<file path="src/lsuPkg.sv">
// ======================================================================
// Load/store unit shared definitions
// ======================================================================
`default_nettype none

package lsuPkg;

    localparam int ADDR_WIDTH = 32;
    localparam int DATA_WIDTH = 32;

    // Cache geometry defaults, overridden from the top level
    localparam int DEFAULT_LINE_BYTES = 16;
    localparam int DEFAULT_INDEX_WIDTH = 6;

    typedef logic [ADDR_WIDTH-1:0] addr_t;
    typedef logic [DATA_WIDTH-1:0] word_t;

    typedef enum logic [1:0] {
        CmdNone,
        CmdLoad,
        CmdStore,
        CmdInvalidate
    } lsuCmd_t;

    // Unsigned variants only matter for loads
    typedef enum logic [2:0] {
        SizeByte,
        SizeHalf,
        SizeWord,
        SizeByteU,
        SizeHalfU
    } accessSize_t;

    typedef enum logic [1:0] {
        CacheNone,
        CacheInvalidate,
        CacheReplace,
        CacheWriteThrough
    } cacheCmd_t;

endpackage

`default_nettype wire

</file>
<file path="src/replacerIf.sv">
// ======================================================================
// Controller to line replacer link
// ======================================================================
`timescale 1ns/10ps
`default_nettype none

interface replacerIf #(
    parameter int LINE_BYTES = lsuPkg::DEFAULT_LINE_BYTES,
    parameter int INDEX_WIDTH = lsuPkg::DEFAULT_INDEX_WIDTH
);
    import lsuPkg::*;

    localparam int OFFSET_WIDTH = $clog2(LINE_BYTES);
    localparam int TAG_WIDTH = ADDR_WIDTH - INDEX_WIDTH - OFFSET_WIDTH;

    typedef logic [LINE_BYTES*8-1:0] line_t;
    typedef logic [INDEX_WIDTH-1:0] index_t;
    typedef logic [TAG_WIDTH-1:0] tag_t;
    typedef logic [ADDR_WIDTH-OFFSET_WIDTH-1:0] lineAddr_t;

    // Held by the controller until done
    cacheCmd_t command;
    lineAddr_t lineAddr;
    logic arrayReadValid;
    tag_t arrayReadTag;
    line_t arrayReadData;

    logic arrayWriteEnable;
    index_t arrayIndex;
    logic arrayWriteValid;
    tag_t arrayWriteTag;
    line_t arrayWriteData;
    logic done;

    modport controller (
        output command, lineAddr, arrayReadValid, arrayReadTag, arrayReadData,
        input arrayWriteEnable, arrayIndex, arrayWriteValid, arrayWriteTag,
        input arrayWriteData, done
    );

    modport replacer (
        input command, lineAddr, arrayReadValid, arrayReadTag, arrayReadData,
        output arrayWriteEnable, arrayIndex, arrayWriteValid, arrayWriteTag,
        output arrayWriteData, done
    );

endinterface

`default_nettype wire

</file>
<file path="src/dcacheReplacer.sv">
// ======================================================================
// Refill, write-through and invalidate sequencer
// ======================================================================
`timescale 1ns/10ps
`default_nettype none

module dcacheReplacer #(
    parameter int LINE_BYTES = lsuPkg::DEFAULT_LINE_BYTES,
    parameter int INDEX_WIDTH = lsuPkg::DEFAULT_INDEX_WIDTH
) (
    input logic clk,
    input logic rst,
    replacerIf.replacer rep,
    output logic [lsuPkg::ADDR_WIDTH-$clog2(LINE_BYTES)-1:0] memAddr,
    output logic memReadReq,
    input logic memReadGrant,
    input logic [LINE_BYTES*8-1:0] memReadValue,
    output logic memWriteReq,
    input logic memWriteGrant,
    output logic [LINE_BYTES*8-1:0] memWriteValue
);
    import lsuPkg::*;

    localparam int OFFSET_WIDTH = $clog2(LINE_BYTES);
    localparam int TAG_WIDTH = ADDR_WIDTH - INDEX_WIDTH - OFFSET_WIDTH;

    typedef logic [INDEX_WIDTH-1:0] index_t;
    typedef logic [TAG_WIDTH-1:0] tag_t;

    index_t lineIndex;
    tag_t lineTag;
    index_t clearIndex;
    logic clearDone;

    assign lineIndex = rep.lineAddr[INDEX_WIDTH-1:0];
    assign lineTag = rep.lineAddr[ADDR_WIDTH-OFFSET_WIDTH-1:INDEX_WIDTH];

    // Sweep every index, then one extra cycle to report done
    always_ff @(posedge clk) begin
        if (rst) begin
            clearIndex <= '0;
            clearDone <= 1'b0;
        end else if (rep.command == CacheInvalidate) begin
            if (clearDone) begin
                clearDone <= 1'b0;
            end else begin
                clearIndex <= clearIndex + 1'b1;
                if (clearIndex == '1) begin
                    clearDone <= 1'b1;
                end
            end
        end
    end

    always_comb begin
        memAddr = rep.lineAddr;
        memReadReq = 1'b0;
        memWriteReq = 1'b0;
        memWriteValue = rep.arrayReadData;
        rep.arrayWriteEnable = 1'b0;
        rep.arrayIndex = lineIndex;
        rep.arrayWriteValid = 1'b0;
        rep.arrayWriteTag = lineTag;
        rep.arrayWriteData = memReadValue;
        rep.done = 1'b0;

        case (rep.command)
            CacheReplace: begin
                // Line lands in the array in the grant cycle
                memReadReq = 1'b1;
                rep.arrayWriteEnable = memReadGrant;
                rep.arrayWriteValid = 1'b1;
                rep.done = memReadGrant;
            end
            CacheWriteThrough: begin
                // Array output already holds the merged line
                memAddr = {rep.arrayReadTag, lineIndex};
                memWriteReq = rep.arrayReadValid;
                rep.done = memWriteGrant || !rep.arrayReadValid;
            end
            CacheInvalidate: begin
                rep.arrayIndex = clearIndex;
                rep.arrayWriteEnable = !clearDone;
                rep.done = clearDone;
            end
            default: begin
            end
        endcase
    end

endmodule

`default_nettype wire

</file>
<file path="src/flat_wrapper.sv">
// flat-port wrapper written by rule: the top's interface ports become plain ports
module dcacheReplacer_flat import lsuPkg::*;
#(
    parameter int LINE_BYTES = lsuPkg::DEFAULT_LINE_BYTES,
    parameter int INDEX_WIDTH = lsuPkg::DEFAULT_INDEX_WIDTH
)
  (clk, rst, memAddr, memReadReq, memReadGrant, memReadValue, memWriteReq, memWriteGrant, memWriteValue, rep_command, rep_lineAddr, rep_arrayReadValid, rep_arrayReadTag, rep_arrayReadData, rep_arrayWriteEnable, rep_arrayIndex, rep_arrayWriteValid, rep_arrayWriteTag, rep_arrayWriteData, rep_done);
  replacerIf #(.LINE_BYTES(LINE_BYTES), .INDEX_WIDTH(INDEX_WIDTH)) rep_i ();
  input logic clk;
  input logic rst;
  output logic [lsuPkg::ADDR_WIDTH-$clog2(LINE_BYTES)-1:0] memAddr;
  output logic memReadReq;
  input logic memReadGrant;
  input logic [LINE_BYTES*8-1:0] memReadValue;
  output logic memWriteReq;
  input logic memWriteGrant;
  output logic [LINE_BYTES*8-1:0] memWriteValue;
  input wire logic [$bits(rep_i.command)-1:0] rep_command;
  input wire logic [$bits(rep_i.lineAddr)-1:0] rep_lineAddr;
  input wire logic [$bits(rep_i.arrayReadValid)-1:0] rep_arrayReadValid;
  input wire logic [$bits(rep_i.arrayReadTag)-1:0] rep_arrayReadTag;
  input wire logic [$bits(rep_i.arrayReadData)-1:0] rep_arrayReadData;
  output wire logic [$bits(rep_i.arrayWriteEnable)-1:0] rep_arrayWriteEnable;
  output wire logic [$bits(rep_i.arrayIndex)-1:0] rep_arrayIndex;
  output wire logic [$bits(rep_i.arrayWriteValid)-1:0] rep_arrayWriteValid;
  output wire logic [$bits(rep_i.arrayWriteTag)-1:0] rep_arrayWriteTag;
  output wire logic [$bits(rep_i.arrayWriteData)-1:0] rep_arrayWriteData;
  output wire logic [$bits(rep_i.done)-1:0] rep_done;
  assign rep_i.command = rep_command;
  assign rep_i.lineAddr = rep_lineAddr;
  assign rep_i.arrayReadValid = rep_arrayReadValid;
  assign rep_i.arrayReadTag = rep_arrayReadTag;
  assign rep_i.arrayReadData = rep_arrayReadData;
  assign rep_arrayWriteEnable = rep_i.arrayWriteEnable;
  assign rep_arrayIndex = rep_i.arrayIndex;
  assign rep_arrayWriteValid = rep_i.arrayWriteValid;
  assign rep_arrayWriteTag = rep_i.arrayWriteTag;
  assign rep_arrayWriteData = rep_i.arrayWriteData;
  assign rep_done = rep_i.done;
  dcacheReplacer #(.LINE_BYTES(LINE_BYTES), .INDEX_WIDTH(INDEX_WIDTH)) u_core (.clk(clk), .rst(rst), .rep(rep_i), .memAddr(memAddr), .memReadReq(memReadReq), .memReadGrant(memReadGrant), .memReadValue(memReadValue), .memWriteReq(memWriteReq), .memWriteGrant(memWriteGrant), .memWriteValue(memWriteValue));
endmodule
</file>
<file path="config.mk">
export PLATFORM = sky130hd
export DESIGN_NAME = dcacheReplacer_flat
export DESIGN_NICKNAME = d
export VERILOG_FILES = /design/src/lsuPkg.sv /design/src/replacerIf.sv /design/src/dcacheReplacer.sv /design/src/flat_wrapper.sv
export SDC_FILE = /design/constraint.sdc
export NUM_CORES = 1
export LEC_CHECK = 0
export BUFFER_PORTS_ARGS = -buffer_cell sky130_fd_sc_hd__buf_2
export CORE_AREA = 5 5 239 241
export DETAILED_ROUTE_END_ITERATION = 8
export DIE_AREA = 0 0 244 246
export SKIP_CTS_REPAIR_TIMING = 1
export SLEW_MARGIN = 20
export SYNTH_ARGS = -nofsm -noshare
export SYNTH_HDL_FRONTEND = slang
export SYNTH_SLANG_ARGS = --single-unit
export TNS_END_PERCENT = 10
</file>
<file path="constraint.sdc">
create_clock -name clk -period 2.1 [get_ports clk]
set_input_delay 0.42 -clock clk [delete_from_list [all_inputs] [get_ports clk]]
set_output_delay 0.42 -clock clk [all_outputs]
set_load 0.1 [all_outputs]
</file>
# [Yosys cells after proc, flatten, opt, wreduce, memory -nomap -nowiden]
# Index checks and enable logic that the tools add are counted.
# Widths: inputs -> output; s select.
[totals] reg_bits=7 latch_bits=0 ram_bits=0 rom_bits=0 input_bits=313 out_inout_bits=317 wordCells=20 n_memories=0
[classes] n_addsub=1 multipliers=0 n_div=0 n_lt_le_gt_ge=0 n_eq_ne=4 n_shift=0 muxes=8 bitwise=1 reduce_logical=4
[ops] cell="$mux 28" count=1
[ops] cell="$add 6x1->6 const B" count=1
[ops] cell="$eq 6x6->1 const B" count=1
[ops] cell="$mux 6" count=1
[ops] cell="$eq 2x2->1 const B" count=2
[ops] cell="$mux 1" count=4
[ops] cell="$pmux 1 s3" count=1
[ops] cell="$eq 2x1->1 const B" count=1
[ops] cell="$logic_not 1->1" count=2
[ops] cell="$pmux 1 s2" count=1
[ops] cell="$reduce_and 2->1" count=1
[ops] cell="$logic_or 1x1->1" count=1
[ops] cell="$not 1->1" count=1

# [Longest topological paths before layout]
# Gate-level depths: netlist of the first run.
[logic_depth] depth_word=3 ltp_mapped=6

# [Worst setup path before layout of the first run]
# No wires, ideal clock.
[synth_timing] kind="input -> output" startpoint="input port rep_command[0]" endpoint="output port rep_arrayWriteEnable" t_arrival_ps=3647 slack_ps=-1967 path_stages=4 n_path_buf=0 path_cell_list="inv_1 > ha_1 > nand2_1 > a21boi_0"
[synth_via] elab_chain_len=2 word_cells_on_any_way=3 classes_between="2 x eq/ne; 1 x mux"
[synth_lines] item="start: declaration" line="flat_wrapper.sv:18" source="input wire logic [$bits(rep_i.command)-1:0] rep_command;"
[synth_lines] item="$eq 2x1->1 or $eq 2x2->1 (tied branches)" line="dcacheReplacer.sv:67" source="case (rep.command)"
[synth_lines] item="$pmux 1 s2 *" line="dcacheReplacer.sv:67"
[synth_lines] item="end: declaration" line="flat_wrapper.sv:23" source="output wire logic [$bits(rep_i.arrayWriteEnable)-1:0] rep_arrayWriteEnable;"
# Mark *: on every way between the ends. The rest lies on a longest branch, timed or not.

# [Worst setup path after layout of the first run]
[layout_timing] startpoint="input port rep_command[1]" endpoint="output port rep_arrayIndex[5]"
[layout_via] elab_chain_len=2
[layout_lines] item="$eq 2x1->1" line="dcacheReplacer.sv:67"
[layout_lines] item="$mux 6" line="dcacheReplacer.sv:67"
[layout_lines] item="end: declaration" line="flat_wrapper.sv:24" source="output wire logic [$bits(rep_i.arrayIndex)-1:0] rep_arrayIndex;"
# Every way passes these cells.

==> out/qor.yml, run 1 <==
post-route-period-util_pct: 93.0
setup_viol: 0
synthSimpleGateAreaFrac_pct: 4.23
dp_hpwl_mm: 11.4
die_area_sq_um: 60000
vias: 1571
finalMaxSlewViolations: 0
dr_wl_met2_mm: 5.66
hp-class: "in2reg"
grt_max_degree: 25
vias_per_cell: 1.74
syn-num-nets: 683
grt_pass1_vias: 1704
required_ns: 1.68
fin_area_sq_um: 2840
drc: 0
yosys_warnings: 0
drt-initial-drc-count: 54
start_util_pct: 5.31
max_freq_ghz: 0.512
clk_pin_slew_ns: 0.04
route.met3.wl_mm: 2.07
r2r_cells: 3
yosysMostFrequentCell: "buf_4"
syn_inst: 365
holdWs_ns: 0.461
n_antenna_cell: 0
grt_use_total_pct: 3.89
clock_power_share_pct: 21.9
final_util_pct: 5.19
ys_seq_area_share_pct: 4.83
synth-edff-count: 0
p_int_mw: 0.678
start_kind: "input port"
rsz0062_at_grt: "false"
synth_compound_area_share_pct: 1.77
ys_types: 30
hold_depth: 2
synth_common_cells: "285 x buf_4, 26 x mux2_2, 7 x dfxtp_1"
sequentialPowerShare_pct: 9.5
power_switching_mw: 0.794
dieWidth_um: 244
clk_latency_ns: 0.23
post-synth-top-area-cell: "buf_4"
placed_cell_area_sq_um: 2760
wl_met1_mm: 4.20
dp_cells: 900
cts.path.max_buffers: 2
cts_buffers: 3
io_pins: 630
synthArstFlopShare_pct: 0
combPwrFrac_pct: 68.6
totalNegativeSetupSlack_ns: 0
syn2layout_area_growth_pct: -2.11
rows: 86
yosys-top-cells-area: "buf_4 74%, mux2_2 10%, dfxtp_1 4.8%"
ir_drop_mv: 0.353
rrSetupSlack_ns: 0.76
hp-start: "rst"
top_layer_used: "met4"
clock-root-buffer: "clkbuf_16"
ant_nets: 0
synth-seq-cells: 7
ys.flop_type: "dfxtp_1"
htreeDepth: 1
synth_xor_area_share_pct: 0.604
finalWirelength_mm: 12.9
antenna_found_initial: 2
port_buffers: 117
synth_top_family_by_area: "buffers and inverters"
synthAdderAreaFrac_pct: 2.16
swShare_pct: 53.9
globalplace.congestion: 0.796
power_density_nw_per_um2: 518
first_pass_iters: 4
core_sq_um: 54700
nets: 519
finalNonFillerCells: 904
reg2reg_from: "u_core.clearIndex[4]$_SDFFE_PP0P_"
layout_min_cycle_time_ns: 1.95
status: "finished clean"
grt_first_pass_wirelength_mm: 15.5
arrival_ns: 1.53
slew_headroom_pct: 59.7
wl_per_cell_um: 14.3
crit_type: "in2out"
end_kind: "output port"
cts.sink_count: 7
syn-cell-area_sq_um: 2900
layout-drive-gt1-share_pct: 78.5
clock_skew_ns: 0.00264
r2r_end: "u_core.clearIndex[5]$_SDFFE_PP0P_"
cp_max_fo: 11
grt_overflow: 0
max_slew.worst_pin.slew_ns: 0.609
hold_viol: 0
die-height_um: 246
yosys.area.top_type_share_pct: 73.8
avgSynthCellArea_sq_um: 7.95
hold-path-endpoint: "u_core.clearIndex[0]$_SDFFE_PP0P_"
max-cap-violations: 0
p_leak_nw: 0.975
cts_tree: "done"
synth.area.mux_share_pct: 11.3
-- layer usage --
metal / global-route usage [%] / up-vias
met2: 5.86 / 286
met1: 4.03 / 652
met4: 2.92 / 0
met3: 2.19 / 104
li1: - / 529
met5: 0 / -
-- cells by family (layout without fill, tap and decap cells) --
| family | Yosys count | in the layout |
|---|---|---|
| multiplexers | 29 | 29 |
| buffers and inverters | 293 | 128 |
| AO/OA/AOI/OAI | 9 | 9 |
| adder cells (fa/ha/maj) | 5 | 5 |
| XOR/XNOR | 2 | 2 |
| flip-flops | 7 | 7 |
| AND/OR/NAND/NOR | 20 | 20 |
-- sequential cells by signal (all words and copies together), names as in the netlist --
| signal | count |
|---|---|
| u_core.clearDone | 1 |
| u_core.clearIndex | 6 |
-- critical path, cell delays in order --
cell and delay [ns]:
buf_2 0.11, inv_1 0.07, ha_1 0.19, buf_12 0.19, mux2_2 0.37, buf_12 0.17
-- per-stage QoR --
stage	setup WS [ns]	power [mW]
2_1_floorplan	0.00453	3.14
3_3_place_gp	0.0946	1.15
3_5_place_dp	0.0993	1.15
4_1_cts	0.102	1.48
5_1_grt	0.0592	1.51
6_report	0.146	1.47
-- final cells by class --
cell class	count	area (sq um)
fill	6458	51800
timing repair buffer	121	1110
tap	704	881
multi-input combinational	65	622
sequential	7	140
clock buffer	4	78.8
inverter	3	11.3
-- worst max-delay path by stage --
| stage | start | to | slack [ns] | cells after the start |
|---|---|---|---|---|
| floorplan | rep_command[0] | memAddr[24] | 0.005 | 4 |
| global placement | rep_command[1] | rep_arrayIndex[2] | 0.09 | 6 |
| detailed placement | rep_command[1] | rep_arrayIndex[2] | 0.1 | 6 |
| CTS | rep_command[1] | rep_arrayIndex[2] | 0.10 | 6 |
| global route | rep_command[1] | rep_arrayIndex[0] | 0.06 | 6 |
| finish | rep_command[1] | rep_arrayIndex[5] | 0.15 | 6 |
-- cells in the final DEF (no fill, tap or decap), types with 2 or more instances in the layout --
cell | netlist | final
mux2_1 | 3 | 3
dfxtp_1 | 7 | 7
o21ai_0 | 2 | 2
clkbuf_16 | 0 | 3
nand4_1 | 2 | 2
buf_2 | 2 | 86
buf_12 | 0 | 33
a21oi_1 | 4 | 4
ha_1 | 5 | 4
nor2_1 | 3 | 3
nand2_1 | 5 | 4
buf_4 | 285 | 2
mux2_2 | 26 | 26
inv_1 | 3 | 3
-- power groups by stage --
| stage | registers, mW | logic (mW) | clock network (mW) |
|---|---|---|---|
| after detailed placement | 0.141 | 1.01 | 0 |
| final | 0.139 | 1.01 | 0.323 |
| after global placement | 0.142 | 1.01 | 0 |
| after CTS | 0.139 | 1.01 | 0.328 |
| after global routing | 0.140 | 1.03 | 0.336 |
| after floorplan | 0.141 | 3.00 | 0 |
No activity file was read; power rests on OpenSTA's default activity.
==> inputs of run 2 (changes only) <==
==> constraint.sdc (replaced) <==
create_clock -name clk -period 2 [get_ports clk]
set_input_delay 0.4 -clock clk [delete_from_list [all_inputs] [get_ports clk]]
set_output_delay 0.4 -clock clk [all_outputs]
set_load 0.1 [all_outputs]
==> out/qor.yml, run 2 (synthesis gave the netlist of run 1 again) <==
port_buffers: 117  # unchanged
grt_first_pass_wirelength_mm: 15.1  # was 15.5 mm
vias: 1573  # was 1571
grt_overflow: 0  # unchanged
finalWirelength_mm: 12.7  # was 12.9 mm
layout_min_cycle_time_ns: 1.96
hold_viol: 0  # unchanged
power_switching_mw: 0.835  # was 0.794 mW
globalplace.congestion: 0.681  # was 0.796
clock-root-buffer: "clkbuf_16"  # unchanged
reg.largest.list: "u_core.clearIndex x6, u_core.clearDone x1"  # unchanged
slew_headroom_pct: 61.6  # was 59.7%
drt-initial-drc-count: 60  # was 54
finalMaxSlewViolations: 0  # unchanged
critPathBufInv: 3  # was 4
top_register: "u_core.clearIndex"  # unchanged
ant_nets: 0  # unchanged
die-height_um: 246  # unchanged
die_area_sq_um: 60000  # unchanged
clock_power_share_pct: 22.0  # was 21.9%
crit_chain: "buf_2 > ha_1 > buf_12 > o21ai_0 > a31oi_4 > buf_12"  # was buf_2 > inv_1 > ha_1 > buf_12 > mux2_2 > buf_12
combPwrFrac_pct: 68.5  # was 68.6%
layout-drive-gt1-share_pct: 79.5  # was 78.5%
nFillCells: 6474  # was 6458
cp_max_fo: 16  # was 11
max-cap-violations: 0  # unchanged
grt_pass1_vias: 1734  # was 1704
cts.path.max_buffers: 2  # unchanged
cts.sink_count: 7  # unchanged
slowest_delay_ns: 0.25  # was 0.37 ns
post-route-period-util_pct: 98.0
swShare_pct: 53.6  # was 53.9%
holdWs_ns: 0.454  # was 0.461 ns
start_util_pct: 5.31  # unchanged
htreeDepth: 1  # unchanged
syn2layout_area_growth_pct: -0.475  # was -2.11%
io_pins: 630  # unchanged
clk_pin_slew_ns: 0.04  # about the same
p_int_mw: 0.722  # was 0.678 mW
wl_per_cell_um: 14.1  # was 14.3 um
mostFrequentLayoutCells: "85 x buf_2, 34 x buf_12, 27 x mux2_2"  # was 86 x buf_2, 33 x buf_12, 26 x mux2_2
dp_hpwl_mm: 11.3  # was 11.4 mm
cts_tree: "done"  # unchanged
p_leak_nw: 0.985  # was 0.975 nW
setup_viol: 0  # unchanged
rsz0062_at_grt: "false"  # unchanged
dp_cells: 899  # was 900
clock_skew_ns: 0.000530  # was 0.00264 ns
core_sq_um: 54700  # unchanged
antenna_found_initial: 2  # unchanged
arrival_ns: 1.56  # was 1.53 ns
first_pass_iters: 3  # was 4
p_total_mw: 1.56  # was 1.47 mW
cts_buffers: 3  # unchanged
largest_register_ffs: 6  # unchanged
hp-class: "in2reg"  # unchanged
path_common_cell: "buf_12"  # unchanged
sequentialPowerShare_pct: 9.4  # was 9.5%
end_kind: "output port"  # unchanged
grt_use_total_pct: 3.79  # was 3.89%
crit_type: "in2out"  # unchanged
drc: 0  # unchanged
clk_latency_ns: 0.23  # about the same
dieWidth_um: 244  # unchanged
max_slew.worst_pin.slew_ns: 0.580  # was 0.609 ns
status: "finished clean"  # unchanged
start_kind: "input port"  # unchanged
nets: 519  # unchanged
vias_per_cell: 1.74  # about the same
crit_family: "buffers and inverters"  # unchanged
rows: 86  # unchanged
cp_slowest_cell: "a31oi_4"  # was mux2_2
required_ns: 1.60  # was 1.68 ns
max_freq_ghz: 0.510
finalNonFillerCells: 905  # was 904
power_density_nw_per_um2: 539  # was 518 nW/um^2
layout_commonest_cell: "buf_2"  # unchanged
grt_max_degree: 17  # was 25
ir_drop_mv: 0.698  # was 0.353 mV
==> run 2: cell count changes in the layout (fill, tap and decap cells not counted), sizes merged <==
cell / delta
clkbuf: +1
buf: -1
diode: +1
==> run 2: path summary, 6_finish.rpt <==
| kind | startpoint | end | slack (ns) | cells past startpoint |
|---|---|---|---|---|
| worst max-delay path | rep_command[1] | rep_done | 0.04 | 6 |
| worst min-delay path | rst | u_core.clearDone$_SDFFE_PP0N_ | 0.45 | 2 |
| worst max register to register | u_core.clearIndex[2]$_SDFFE_PP0P_ | u_core.clearIndex[5]$_SDFFE_PP0P_ | 0.50 | 3 |
| worst min register to register | u_core.clearIndex[1]$_SDFFE_PP0P_ | u_core.clearIndex[1]$_SDFFE_PP0P_ | 0.52 | 2 |
==> run 2: area by class of cell <==
type	count	area, sq um	area share (%)
clock buffers	4	78.8	2.73
repair buffers	121	1140	39.4
flip-flops and latches	7	140	4.85
well taps	704	881	30.5
inverters	3	11.3	0.390
multi-input cells	65	634	22.0
diodes	1	2.50	0.0867
==> run 2: per-stage QoR <==
step | instance area, sq um | utilization [%] | worst slack (ns) | setup TNS [ns]
3_5_place_dp | 2770 | 5.06 | 0.0189 | 0
6_report | 2890 | 5.28 | 0.0397 | 0
4_1_cts | 2850 | 5.21 | 0.0186 | 0
5_1_grt | 2890 | 5.28 | 0.00813 | 0
2_1_floorplan | 2950 | - | -0.0551 | -0.0891
3_3_place_gp | 2770 | 5.06 | 0.0299 | 0
==> run 2: layer usage <==
| metal | vias to the layer above | wire length (um) | GRT usage, % |
|---|---|---|---|
| li1 | 531 | - | - |
| met1 | 630 | 3600 | 3.19 |
| met2 | 302 | 5870 | 5.96 |
| met3 | 108 | 2140 | 2.56 |
| met4 | 2 | 1030 | 3.40 |
| met5 | - | 72 | 0.899 |
==> run 2: power groups by stage <==
stage	logic, mW	registers [mW]	clock network (mW)
global route	1.09	0.147	0.359
finish	1.07	0.147	0.343
floorplan	3.15	0.148	0
detailed placement	1.06	0.149	0
CTS	1.07	0.147	0.352
global placement	1.07	0.149	0
==> inputs of run 3 (changes only) <==
--- a/config.mk
+++ b/config.mk
@@ -6,9 +6,10 @@
 export NUM_CORES = 1
 export LEC_CHECK = 0
 export BUFFER_PORTS_ARGS = -buffer_cell sky130_fd_sc_hd__buf_2
-export CORE_AREA = 5 5 239 241
+export CORE_AREA = 2 2 243 245
 export DETAILED_ROUTE_END_ITERATION = 8
-export DIE_AREA = 0 0 244 246
+export DIE_AREA = 0 0 245 247
+export SETUP_SLACK_MARGIN = 0.2
 export SKIP_CTS_REPAIR_TIMING = 1
 export SLEW_MARGIN = 20
 export SYNTH_ARGS = -nofsm -noshare
==> out/qor.yml, run 3 (synthesis gave the netlist of run 1 again) <==
dieWidth_um: 245  # was 244 um
grt_pass1_vias: 1652  # was 1734
globalplace.congestion: 0.609  # was 0.681
post-route-period-util_pct: 92.4  # was 98.0%
core_sq_um: 58200  # was 54700 sq um
hold-path-endpoint: "u_core.clearDone$_SDFFE_PP0N_"  # unchanged
start_kind: "input port"  # unchanged
start_util_pct: 4.98  # was 5.31%
hold_depth: 2  # unchanged
cts_tree: "done"  # unchanged
setup_viol: 0  # unchanged
power_switching_mw: 0.853  # was 0.835 mW
finalMaxSlewViolations: 0  # unchanged
drt-initial-drc-count: 33  # was 60
p_leak_nw: 1.15  # was 0.985 nW
arrival_ns: 1.45  # was 1.56 ns
cts.sink_count: 7  # unchanged
clk_pin_slew_ns: 0.04  # about the same
end_kind: "output port"  # unchanged
status: "finished clean"  # unchanged
grt_max_degree: 25  # was 17
ant_nets: 0  # unchanged
vias: 1622  # was 1573
dp_hpwl_mm: 11.9  # was 11.3 mm
final_util_pct: 5.56  # was 5.28%
dp_cells: 972  # was 899
combPwrFrac_pct: 69.4  # was 68.5%
power_density_nw_per_um2: 503  # was 539 nW/um^2
htreeDepth: 1  # unchanged
cts.path.max_buffers: 2  # unchanged
grt_use_total_pct: 4.16  # was 3.79%
layout_min_cycle_time_ns: 1.85  # was 1.96 ns
max_freq_ghz: 0.541  # was 0.510 GHz
layout_commonest_cell: "buf_2"  # unchanged
hold_viol: 0  # unchanged
dpl_worst_slack_ns: -0.0104  # was 0.0189 ns
finalWirelength_mm: 14.8  # was 12.7 mm
mostFrequentLayoutCells: "82 x buf_2, 36 x buf_12, 24 x mux2_4"  # was 85 x buf_2, 34 x buf_12, 27 x mux2_2
hp-class: "in2reg"  # unchanged
grt_first_pass_wirelength_mm: 16.0  # was 15.1 mm
fin_area_sq_um: 3240  # was 2890 sq um
finalNonFillerCells: 981  # was 905
clock-root-buffer: "clkbuf_16"  # unchanged
first_pass_iters: 4  # was 3
layout-drive-gt1-share_pct: 83.1  # was 79.5%
max-cap-violations: 0  # unchanged
die_area_sq_um: 60500  # was 60000 sq um
r2r_cells: 3  # unchanged
clock_power_share_pct: 21.5  # was 22.0%
totalNegativeSetupSlack_ns: 0  # unchanged
clock_skew_ns: 0.00123  # was 0.000530 ns
p_int_mw: 0.774  # was 0.722 mW
reg.largest.list: "u_core.clearIndex x6, u_core.clearDone x1"  # unchanged
syn2layout_area_growth_pct: 11.6  # was -0.475%
cp_max_fo: 6  # was 16
max_slew.worst_pin.slew_ns: 0.599  # was 0.580 ns
grt_overflow: 0  # unchanged
rows: 89  # was 86
swShare_pct: 52.4  # was 53.6%
io_pins: 630  # unchanged
die-height_um: 247  # was 246 um
p_total_mw: 1.63  # was 1.56 mW
top_register: "u_core.clearIndex"  # unchanged
hp-start: "rst"  # unchanged
reg2reg_from: "u_core.clearDone$_SDFFE_PP0N_"  # was u_core.clearIndex[2]$_SDFFE_PP0P_
required_ns: 1.60  # about the same
rrSetupSlack_ns: 0.63  # was 0.50 ns
antenna_found_initial: 3  # was 2
placed_cell_area_sq_um: 2930  # was 2770 sq um
slew_headroom_pct: 60.3  # was 61.6%
port_buffers: 117  # unchanged
vias_per_cell: 1.65  # was 1.74
crit_type: "in2out"  # unchanged
nets: 526  # was 519
wl_per_cell_um: 15.1  # was 14.1 um
sequentialPowerShare_pct: 9.2  # was 9.4%
crit_start: "rep_command[0]"  # was rep_command[1]
ir_drop_mv: 0.219  # was 0.698 mV
drc: 0  # unchanged
r2r_end: "u_core.clearIndex[5]$_SDFFE_PP0P_"  # unchanged
clk_latency_ns: 0.23  # about the same
rsz0062_at_grt: "true"  # was false
holdWs_ns: 0.450  # was 0.454 ns
largest_register_ffs: 6  # unchanged
finalWorstSetupSlack_ns: 0.151  # was 0.0397 ns
cts_buffers: 3  # unchanged
[run 3: cell count changes in the layout (fill, tap and decap cells not counted), sizes merged]
cell	previous run	this run
clkbuf	5	7
buf	120	125
[run 3: how the worst max path moves through the flow]
stage	to	slack, ns	cells after the start
after floorplan	rep_done	0.11	4
after global placement	memAddr[12]	-0.005	5
after detailed placement	memAddr[15]	-0.01	5
after CTS	memAddr[15]	-0.01	5
after global routing	memAddr[17]	0.1	5
final	memAddr[7]	0.15	5
[run 3: layer usage]
| metal | GRT usage, % | vias up | share of wire (%) |
|---|---|---|---|
| li1 | - | 546 | - |
| met3 | 4.09 | 143 | 22 |
| met4 | 5.29 | 2 | 12 |
| met2 | 5.03 | 336 | 38 |
| met1 | 3.44 | 595 | 28 |
| met5 | 0 | - | 0.088 |
[run 3: worst max-delay path, stage by stage]
cell,delay (ns)
buf_12,0.10
ha_4,0.23
buf_8,0.17
mux2_2,0.36
buf_12,0.17
[run 3: cell type report]
class	count	area [sq um]
Timing Repair Buffer	128	1270
Clock buffer	4	78.8
Inverter	3	23.8
Antenna cell	1	2.50
Tap cell	773	967
Multi-Input combinational cell	65	754
Sequential cell	7	140
Fill cell	6858	55000
[run 3: power groups by stage]
| stage | combinational, mW | sequential [mW] | clock [mW] |
|---|---|---|---|
| 6_report | 1.13 | 0.149 | 0.349 |
| 5_1_grt | 1.16 | 0.151 | 0.359 |
| 4_1_cts | 1.07 | 0.150 | 0.352 |
| 3_5_place_dp | 1.07 | 0.152 | 0 |
| 3_3_place_gp | 1.07 | 0.153 | 0 |
| 2_1_floorplan | 3.15 | 0.148 | 0 |
